`src/common/synth_cfg.svh`:
```
`ifndef SYNTH_CFG_SVH
`define SYNTH_CFG_SVH

// voice bank.
`define SYNTH_NUM_VOICES  4
`define SYNTH_SAMPLE_BITS 16
`define SYNTH_ADDR_BITS   8

// phase accumulator, the msb marks half scale.
`define SYNTH_ACC_BITS    24

// ----------------------------------------------------------
// frame dividers, CLK cycles per half period.
// ----------------------------------------------------------
`define SYNTH_SCLK_HALF   4
`define SYNTH_LR_HALF     256

`endif

```
`src/common/synth_pkg.sv`:
```
`default_nettype none

`include "synth_cfg.svh"

package synth_pkg;

	typedef logic signed [`SYNTH_SAMPLE_BITS-1:0] sample_t;
	typedef logic [`SYNTH_SAMPLE_BITS-1:0] freq_t;

	// upper bits pick the voice, the two low bits pick the register.
	typedef logic [`SYNTH_ADDR_BITS-1:0] addr_t;

	typedef enum logic [1:0] {
		REG_FREQ = 2'd0,
		REG_AMPL = 2'd1
	} reg_sel_e;

endpackage

`default_nettype wire

```
`src/logic/voice_regs.sv`:
```
`timescale 1ns/1ps
`default_nettype none

`include "synth_cfg.svh"

module voice_regs (
	input  wire                           CLK,
	input  wire                           rst_n,
	input  wire synth_pkg::addr_t         address,
	input  wire synth_pkg::sample_t       wdata,
	input  wire                           wr,
	output synth_pkg::sample_t            rdata,
	output synth_pkg::freq_t              freq [`SYNTH_NUM_VOICES],
	output synth_pkg::sample_t            ampl [`SYNTH_NUM_VOICES],
	output logic [`SYNTH_NUM_VOICES-1:0]  ampl_wr
);
	import synth_pkg::*;

	localparam int VIDX_BITS = $clog2(`SYNTH_NUM_VOICES);

	logic [`SYNTH_ADDR_BITS-3:0] voice_sel;
	logic [VIDX_BITS-1:0]        vidx;
	logic                        voice_ok;
	reg_sel_e                    reg_sel;

	assign voice_sel = address[`SYNTH_ADDR_BITS-1:2];
	assign vidx      = voice_sel[VIDX_BITS-1:0];
	assign voice_ok  = (voice_sel < `SYNTH_NUM_VOICES); // voices past the bank are ignored.
	assign reg_sel   = reg_sel_e'(address[1:0]);

	// ----------------------------------------------------------
	// register writes
	// ----------------------------------------------------------
	always_ff @(posedge CLK or negedge rst_n) begin
		if (!rst_n) begin
			for (int i = 0; i < `SYNTH_NUM_VOICES; i++) begin
				freq[i] <= '0;
				ampl[i] <= '0;
			end
		end else if (wr && voice_ok) begin
			case (reg_sel)
				REG_FREQ: freq[vidx] <= freq_t'(wdata);
				REG_AMPL: ampl[vidx] <= wdata;
				default: ;
			endcase
		end
	end

	// the voice restarts in phase whenever its amplitude is written.
	always_comb begin
		ampl_wr = '0;
		if (wr && voice_ok && reg_sel == REG_AMPL)
			ampl_wr[vidx] = 1'b1;
	end

	always_comb begin
		rdata = '0; // unused offsets read as zero.
		if (voice_ok) begin
			case (reg_sel)
				REG_FREQ: rdata = sample_t'(freq[vidx]);
				REG_AMPL: rdata = ampl[vidx];
				default: ;
			endcase
		end
	end

	a_one_restart: assert property (@(posedge CLK) disable iff (!rst_n) $onehot0(ampl_wr));

endmodule

`default_nettype wire

```
`src/voice/square_voice.sv`:
```
`timescale 1ns/1ps
`default_nettype none

`include "synth_cfg.svh"

module square_voice (
	input  wire                     CLK,
	input  wire                     rst_n,
	input  wire synth_pkg::freq_t   freq,
	input  wire synth_pkg::sample_t ampl,
	input  wire                     restart,
	output synth_pkg::sample_t      sample
);

	localparam int ACC_BITS = `SYNTH_ACC_BITS;

	// half scale plus the largest increment bounds the accumulator.
	localparam logic [ACC_BITS-1:0] ACC_LIMIT =
		ACC_BITS'((1 << (ACC_BITS - 1)) + (1 << `SYNTH_SAMPLE_BITS) - 1);

	logic [ACC_BITS-1:0] acc;
	logic                pol;

	always_ff @(posedge CLK or negedge rst_n) begin
		if (!rst_n) begin
			acc    <= '0;
			pol    <= 1'b0;
			sample <= '0;
		end else begin
			if (restart) begin
				acc <= '0;
				pol <= 1'b0;
			end else if (acc[ACC_BITS-1]) begin // past half scale.
				acc <= '0;
				pol <= ~pol;
			end else begin
				acc <= acc + ACC_BITS'(freq);
			end
			sample <= pol ? -ampl : ampl;
		end
	end

	a_acc_bound: assert property (@(posedge CLK) disable iff (!rst_n) acc <= ACC_LIMIT);

endmodule

`default_nettype wire

```
`src/logic/voice_mixer.sv`:
```
`timescale 1ns/1ps
`default_nettype none

`include "synth_cfg.svh"

module voice_mixer (
	input  wire                     CLK,
	input  wire                     rst_n,
	input  wire synth_pkg::sample_t voice_samples [`SYNTH_NUM_VOICES],
	output synth_pkg::sample_t      mix
);
	import synth_pkg::*;

	// one guard bit per doubling plus one spare keeps the sum exact.
	localparam int SUM_BITS = `SYNTH_SAMPLE_BITS + $clog2(`SYNTH_NUM_VOICES) + 1;

	localparam logic signed [SUM_BITS-1:0] SUM_MAX = (2 ** (`SYNTH_SAMPLE_BITS - 1)) - 1;
	localparam logic signed [SUM_BITS-1:0] SUM_MIN = -(2 ** (`SYNTH_SAMPLE_BITS - 1));

	logic signed [SUM_BITS-1:0] sum;
	sample_t                    sat;

	always_comb begin
		sum = '0;
		for (int i = 0; i < `SYNTH_NUM_VOICES; i++)
			sum = sum + voice_samples[i]; // sign extended to SUM_BITS.
	end

	// ----------------------------------------------------------
	// clamp to the sample range
	// ----------------------------------------------------------
	always_comb begin
		if (sum > SUM_MAX)
			sat = sample_t'(SUM_MAX);
		else if (sum < SUM_MIN)
			sat = sample_t'(SUM_MIN);
		else
			sat = sample_t'(sum);
	end

	always_ff @(posedge CLK or negedge rst_n) begin
		if (!rst_n)
			mix <= '0;
		else
			mix <= sat;
	end

endmodule

`default_nettype wire

```
`src/i2s/i2s_clock_gen.sv`:
```
`timescale 1ns/1ps
`default_nettype none

`include "synth_cfg.svh"

module i2s_clock_gen (
	input  wire  CLK,
	input  wire  rst_n,
	output logic sclk,
	output logic lrclk,
	output logic load,
	output logic shift
);

	localparam int SCLK_CNT_BITS = $clog2(`SYNTH_SCLK_HALF);
	localparam int LR_CNT_BITS   = $clog2(`SYNTH_LR_HALF);

	localparam logic [SCLK_CNT_BITS-1:0] SCLK_LAST = SCLK_CNT_BITS'(`SYNTH_SCLK_HALF - 1);
	localparam logic [LR_CNT_BITS-1:0]   LR_LAST   = LR_CNT_BITS'(`SYNTH_LR_HALF - 1);

	logic [SCLK_CNT_BITS-1:0] sclk_cnt;
	logic [LR_CNT_BITS-1:0]   lr_cnt;
	logic                     sclk_next;
	logic                     lrclk_next;

	assign sclk_next  = (sclk_cnt == SCLK_LAST) ? ~sclk : sclk;
	assign lrclk_next = (lr_cnt == LR_LAST) ? ~lrclk : lrclk;

	// strobes mark the cycle before the matching clock edge.
	assign load  = (lrclk_next != lrclk);
	assign shift = sclk && !sclk_next && !load;

	always_ff @(posedge CLK or negedge rst_n) begin
		if (!rst_n) begin
			sclk_cnt <= '0;
			lr_cnt   <= '0;
			sclk     <= 1'b0;
			lrclk    <= 1'b0;
		end else begin
			sclk_cnt <= (sclk_cnt == SCLK_LAST) ? '0 : sclk_cnt + 1'b1;
			lr_cnt   <= (lr_cnt == LR_LAST) ? '0 : lr_cnt + 1'b1;
			sclk     <= sclk_next;
			lrclk    <= lrclk_next;
		end
	end

	a_lr_on_sclk_fall: assert property (@(posedge CLK) disable iff (!rst_n)
		$changed(lrclk) |-> $fell(sclk));

endmodule

`default_nettype wire

```
`src/i2s/i2s_serializer.sv`:
```
`timescale 1ns/1ps
`default_nettype none

`include "synth_cfg.svh"

module i2s_serializer (
	input  wire                     CLK,
	input  wire                     rst_n,
	input  wire synth_pkg::sample_t mix,
	input  wire                     load,
	input  wire                     shift,
	output wire                     sdata
);

	// one slot is half a word-clock period of sclk cycles.
	localparam int SLOT_BITS = `SYNTH_LR_HALF / (2 * `SYNTH_SCLK_HALF);
	localparam int TAIL_BITS = SLOT_BITS - `SYNTH_SAMPLE_BITS - 1;

	logic [SLOT_BITS-1:0] slot;

	// ----------------------------------------------------------
	// slot shift register, pad bit first
	// ----------------------------------------------------------
	always_ff @(posedge CLK or negedge rst_n) begin
		if (!rst_n)
			slot <= '0;
		else if (load)
			slot <= {1'b0, mix, {TAIL_BITS{1'b0}}}; // the same mix goes to both channels.
		else if (shift)
			slot <= {slot[SLOT_BITS-2:0], 1'b0};
	end

	assign sdata = slot[SLOT_BITS-1];

	a_load_xor_shift: assert property (@(posedge CLK) disable iff (!rst_n) !(load && shift));

endmodule

`default_nettype wire

```
`src/logic/audio_synth_top.sv`:
```
`timescale 1ns/1ps
`default_nettype none

`include "synth_cfg.svh"

module audio_synth_top (
	input  wire                     CLK,
	input  wire                     rst_n,
	input  wire synth_pkg::addr_t   address,
	input  wire synth_pkg::sample_t wdata,
	input  wire                     wr,
	output wire synth_pkg::sample_t rdata,
	output wire                     mclk,
	output wire                     sclk,
	output wire                     lrclk,
	output wire                     sdata
);
	import synth_pkg::*;

	freq_t                       freq          [`SYNTH_NUM_VOICES];
	sample_t                     ampl          [`SYNTH_NUM_VOICES];
	sample_t                     voice_samples [`SYNTH_NUM_VOICES];
	logic [`SYNTH_NUM_VOICES-1:0] ampl_wr;
	sample_t                     mix;
	logic                        load;
	logic                        shift;

	assign mclk = CLK; // the codec runs its master clock straight off CLK.

	voice_regs u_regs (
		.CLK     (CLK),
		.rst_n   (rst_n),
		.address (address),
		.wdata   (wdata),
		.wr      (wr),
		.rdata   (rdata),
		.freq    (freq),
		.ampl    (ampl),
		.ampl_wr (ampl_wr)
	);

	for (genvar v = 0; v < `SYNTH_NUM_VOICES; v++) begin : g_voice
		square_voice u_voice (
			.CLK     (CLK),
			.rst_n   (rst_n),
			.freq    (freq[v]),
			.ampl    (ampl[v]),
			.restart (ampl_wr[v]),
			.sample  (voice_samples[v])
		);
	end

	voice_mixer u_mixer (
		.CLK           (CLK),
		.rst_n         (rst_n),
		.voice_samples (voice_samples),
		.mix           (mix)
	);

	i2s_clock_gen u_clk_gen (
		.CLK   (CLK),
		.rst_n (rst_n),
		.sclk  (sclk),
		.lrclk (lrclk),
		.load  (load),
		.shift (shift)
	);

	i2s_serializer u_ser (
		.CLK   (CLK),
		.rst_n (rst_n),
		.mix   (mix),
		.load  (load),
		.shift (shift),
		.sdata (sdata)
	);

endmodule

`default_nettype wire

```
`config.mk`:
```
export PLATFORM = sky130hd
export DESIGN_NAME = audio_synth_top
export DESIGN_NICKNAME = d
export VERILOG_FILES = /design/src/common/synth_pkg.sv /design/src/logic/voice_regs.sv /design/src/voice/square_voice.sv /design/src/logic/voice_mixer.sv /design/src/i2s/i2s_clock_gen.sv /design/src/i2s/i2s_serializer.sv /design/src/logic/audio_synth_top.sv
export VERILOG_INCLUDE_DIRS = /design/src /design/src/common
export SDC_FILE = /design/constraint.sdc
export NUM_CORES = 1
export LEC_CHECK = 0
export BUFFER_PORTS_ARGS = -buffer_cell sky130_fd_sc_hd__clkbuf_2
export CORE_ASPECT_RATIO = 0.8
export CORE_MARGIN = 2
export CORE_UTILIZATION = 35
export CTS_CLUSTER_SIZE = 12
export DETAILED_ROUTE_END_ITERATION = 12
export GPL_TIMING_DRIVEN = 0
export PLACE_DENSITY = 0.49
export SETUP_SLACK_MARGIN = 0.2
export SYNTH_ARGS = -nofsm -noshare
export SYNTH_HDL_FRONTEND = slang
export SYNTH_HIERARCHICAL = 1
export SYNTH_SLANG_ARGS = --single-unit
```
`constraint.sdc`:
```
create_clock -name CLK -period 5.2 [get_ports CLK]
set_clock_uncertainty 0.15 [all_clocks]
set_input_delay 1.56 -clock CLK [delete_from_list [all_inputs] [get_ports CLK]]
set_output_delay 1.56 -clock CLK [all_outputs]
set_load 0.05 [all_outputs]
```
## After elaboration in Yosys (flattened, before gate mapping)

Index checks and enable logic that the tools add are counted.

- Magnitude comparators: 7
- Add/subtract/negate cells: 13
- Reductions and logical operators: 16
- Eq/ne operators: 4
- Shift operators: 0
- Bitwise logic cells: 7
- Divide/modulo/power cells: 0
- Multipliers: 0
- Muxes and demuxes: 43

Operators by type and width:

| kind | number |
|---|---|
| 16-bit two-way mux | 12 |
| 24-bit two-way mux | 8 |
| 64-bit bitwise mux | 2 |
| 24-bit by 16-bit adder with 24-bit output | 4 |
| 16-bit binary-select mux with 2-bit select | 2 |
| 32-bit two-way mux | 2 |
| 16-bit negator | 4 |
| 16-bit demux with 2-bit select | 1 |
| 16-bit case mux with 2 select lines | 1 |
| 19-bit by 16-bit adder with 19-bit output | 1 |
| 19-bit by 16-bit greater-than comparator with 1-bit output, second input constant | 1 |
| 19-bit by 16-bit < comparator with 1-bit output, second input constant | 1 |
| 17-bit by 16-bit adder with 18-bit output | 1 |
| 16-bit by 16-bit adder with 17-bit output | 1 |
| 1-bit two-way mux | 11 |
| 2-bit nonzero test | 5 |
| 8-bit by 1-bit adder with 8-bit output, second input constant | 1 |
| 8-bit equality test, second input constant | 1 |
| 8-bit two-way mux | 1 |
| 1-bit logical AND | 6 |
| 6-bit by 3-bit < comparator with 1-bit output, second input constant | 1 |
| 1-bit inverter | 6 |
| 4-bit two-way mux | 1 |
| 2-bit AND reduction | 2 |
| other kinds (13) | 14 |

- Bits in registers: 352
- Memory bits (writable): 0
- Output and inout port bits: 20
- Memories kept: 0
- Word-level logic and storage cells: 116
- ROM bits: 0
- Latch bits: 0
- Bits of input ports: 27

## Logic depth before layout (Yosys ltp)

- Depth after elaboration: 7
- Mapped depth: 23
- Mapped depth without buffers: 21

## By module

The synthesis kept the hierarchy.

Modules (own cells, without submodules):

| module | seq. area each (um^2) | times used | cells each | area each (um^2) |
|---|---|---|---|---|
| voice_regs | 3203.1 | 1 | 344 | 5815.6 |
| square_voice at g_voice[2].u_voice ... | 1026.0 | 2 | 232 | 2322.2 |
| voice_mixer | 400.4 | 1 | 314 | 2652.5 |
| square_voice at g_voice[0].u_voice | 1026.0 | 1 | 257 | 2454.9 |
| square_voice at g_voice[1].u_voice | 1026.0 | 1 | 244 | 2366.0 |
| i2s_serializer | 425.4 | 1 | 72 | 780.7 |
| i2s_clock_gen | 300.3 | 1 | 41 | 511.7 |
| audio_synth_top | 0.0 | 1 | 1 | 7.5 |

==> impl_metrics.py <==
metrics = {
    "run_status": {
        "outcome": "finished clean",
    },
    "floorplan": {
        "dieArea_um2": 56860,
        "fp-row-count": 76,
        "ios": 47,
        "core_um2": 54110,
        "start_util_pct": 35.55,
        "fp.dieH_um": 213.7,
        "fp.dieW_um": 266.1,
    },
    "clock_network": {
        "clkLatencyLatePin_ns": 0.66,
        "cts.clk_slew.worst_paths_ns": 0.06,
        "cts_tree": "built",
        "cts_hold_buf": 0,
    },
    "placed_design": {
        "gp_congestion": 0.8665,
        "hpwl_mm": 37.34,
        "dp.cells": 2486,
        "numPortBuffers": 44,
    },
    "hold_path": {
        "hp-start": "u_mixer/mix[3]",
        "hold-path-endpoint": "u_ser/slot[18]",
        "min_path_type": "reg -> reg",
        "whs_path_depth": 2,
    },
    "timing": {
        "setup_violations": 0,
        "rsz0062_at_grt": "true",
        "fmax_mhz": 201.0,
        "maxSlewViolCount": 0,
        "holdWs_ns": 0.2969,
        "max_slew_margin_pct": 39.59,
        "hold_violations": 0,
        "period_share_pct": 95.66,
        "worst_pin_slew_ns": 0.9013,
        "min_period_ns": 4.975,
    },
    "setup_path": {
        "rr_worst_depth": 24,
        "worstPathRequired_ns": 3.49,
        "path_max_fanout": 10,
        "reg2reg_slack_ns": 0.30,
        "crit_buf_inv": 5,
        "start_kind": "input port",
        "crit_type": "in -> out",
        "end_kind": "output port",
        "arrival_ns": 3.26,
        "r2r_end": "u_mixer/mix[3]",
        "critical_path.top_delay_family": "buffers and inverters",
        "r2r-start": "g_voice[2].u_voice/sample[1]",
        "cp_slowest_stage_delay_ns": 0.53,
        "crit_chain": "clkbuf_2 -> or4_4 -> buf_6 -> nor3_4 -> buf_12 -> clkbuf_8 -> a22o_2 -> clkbuf_4",
        "critPathSlowestCell": "or4_4",
    },
    "global_route": {
        "busiest_layer": "met2",
        "grtUsageTotal_pct": 18.08,
        "use_met3_pct": 2.412,
        "use_met2_pct": 29.45,
        "grt_pass1_vias": 13930,
        "grt_max_degree": 104,
        "antenna_found_initial": 1,
        "grt_pass1_wl_mm": 79.80,
        "met1_usage_pct": 25.58,
        "gr-total-overflow": 0,
    },
    "yosys": {
        "yosys_warnings": 6,
        "synthesis.nets": 1892,
        "syn_avg_cell_area_um2": 11.07,
        "syn-cell-area_um2": 19230,
        "ys_types": 79,
        "synth_edf_count": 0,
        "ys_seq_area_share_pct": 43.85,
        "ys.flop_type": "dfrtp_1",
        "postSynthCellCount": 1737,
        "synth-seq-cells": 337,
        "synth_async_sr_flop_share_pct": 100.0,
    },
    "route": {
        "routed_wl_mm": 50.33,
        "drc": 0,
        "dr.pass1.iters": 4,
        "via_per_inst": 5.310,
        "vias": 13750,
        "avgRoutedWirePerCell_um": 19.43,
        "first_iter_violations": 874,
        "antenna_left": 0,
    },
    "finish": {
        "final_util_pct": 41.59,
        "drive_gt1_share_pct": 22.99,
        "syn_to_final_growth_pct": 16.99,
        "final_cells": 2590,
        "fin_nets": 2014,
        "antennaDiodeCount": 0,
    },
    "job": {
        "drv_cap": 0,
    },
}
-- what timing repair did --
action / CTS / global route
pin swaps: 10 / 44
gates resized for setup: 51 / 88
cloned: 1 / 0
setup buffers: 12 / 17
endpoints found under the setup margin: 32 / 30
-- worst max path at each step --
stage                                            start                         end  slack [ns]  depth (start not counted)
after floorplan                             address[2]                    rdata[1]        0.21                          4
after global placement                           rst_n  g_voice[3].u_voice/acc[22]       -5.34                          1
after detailed placement                    address[2]                   rdata[11]       -0.41                          5
after CTS                                   address[7]                   rdata[11]        0.18                          7
after global routing      g_voice[0].u_voice/sample[1]             u_mixer/mix[12]        0.09                         24
final                                       address[7]                   rdata[10]        0.23                          8
-- layout make-up --
cell class              instances  area (um^2)
multi-input cells            1295        10600
inverters                      55        206.4
fillers                      5101        31610
clock buffers                  67         1310
plain buffers                  50        346.6
flip-flops and latches        337         8433
clock inverters                 8        105.1
repair buffers                 76        620.6
well taps                     702        878.3
-- registers in the layout (all words and copies together) (netlist names) --
register                cells
g_voice.u_voice/acc        96
g_voice.u_voice/sample     64
u_regs/ampl                64
u_regs/freq                64
u_ser/slot                 17
u_mixer/mix                16
u_clk_gen/lr_cnt            8
g_voice.u_voice/pol         4
u_clk_gen/sclk_cnt          2
u_clk_gen/lrclk             1
u_clk_gen/sclk              1
-- cells in the final DEF (no fill, tap or decap), types with 22 or more instances in the layout --
| master | netlist | layout |
|---|---|---|
| a21o_1 | 36 | 36 |
| a21oi_1 | 111 | 97 |
| buf_4 | 3 | 28 |
| clkbuf_1 | 23 | 28 |
| clkbuf_16 | 0 | 45 |
| clkbuf_2 | 0 | 30 |
| dfrtp_1 | 337 | 337 |
| ha_1 | 106 | 102 |
| inv_1 | 55 | 51 |
| mux2_2 | 119 | 119 |
| mux2i_1 | 27 | 26 |
| mux4_2 | 32 | 32 |
| nand2_1 | 130 | 130 |
| nand3_1 | 30 | 29 |
| nor2_1 | 119 | 118 |
| o21ai_0 | 85 | 78 |
| o31ai_1 | 22 | 22 |
| or3_1 | 34 | 34 |
| xnor2_1 | 113 | 109 |
| xor2_1 | 28 | 28 |
-- kinds of logic after synthesis --
group | count (synthesis) | synth area share, %
fa+ha+maj | 128 | 9.186
simple gates | 443 | 11.46
flops | 337 | 43.85
mux | 188 | 12.88
compound gates | 395 | 13.68
xor+xnor | 141 | 6.421
buf+inv | 105 | 2.524
-- per-layer routing --
layer	routed length [um]	part of all wire [%]	up-vias
met5	0	0	-
met4	933	1.9	0
met3	1770	3.5	60
met2	23310	46	241
met1	24310	48	6889
li1	-	-	6564
-- worst register-to-register path, stage by stage, from the launching register on --
cell and delay (ns):
dfrtp_1 0.39, inv_2 0.06, fa_1 0.39, inv_1 0.07, ha_2 0.18, inv_2 0.04
fa_2 0.38, nor2b_1 0.12, o21a_1 0.18, o21ai_2 0.09, a211oi_2 0.22, buf_4 0.16
buf_4 0.10, nor3_2 0.04, xnor2_2 0.20, ha_1 0.29, a21o_1 0.18, a221o_1 0.39
o21ai_2 0.17, a21boi_2 0.09, buf_4 0.15, a2bb2oi_4 0.15, buf_4 0.17, a21oi_4 0.32
nor3_2 0.10
-- synthesized netlist by cell type, types with 12 or more instances --
library cell  count  area (um^2)
and2_1           14        87.58
a21o_1           36        270.3
dfrtp_1         337         8433
a211oi_1         14        105.1
buf_2            14        70.07
nor2_1          119        446.7
o31ai_1          22        165.2
o21ai_0          85        425.4
o211ai_1         20        150.1
nand2_1         130        488.0
o21ai_1          12        60.06
mux2_2          119         1340
ha_1            106         1326
nand2b_1         12        75.07
inv_1            55        206.5
clkbuf_1         23        86.33
or3_1            34        212.7
a21oi_1         111        555.5
nand3_1          30        150.1
fa_1             22        440.4
xor2_1           28        245.2
nand4_1          16        100.1
nor3_1           24        120.1
mux2i_1          27        270.3
a22o_1           16        140.1
xnor2_1         113        989.7
mux4_2           32        720.7
-- stage by stage --
step / setup WS, ns / TNS [ns] / cell area (um^2)
5_1_grt: 0.08686 / 0 / 22500
6_report: 0.2254 / 0 / 22500
2_1_floorplan: 0.2065 / 0 / 19250
3_3_place_gp: -5.341 / -1788.26 / 20350
3_5_place_dp: -0.4128 / -10.34 / 20440
4_1_cts: 0.1775 / 0 / 22120
Power is left out: the tool's default activity adds up to more than one toggle a clock period on the data nets, which glitch-free logic cannot reach.
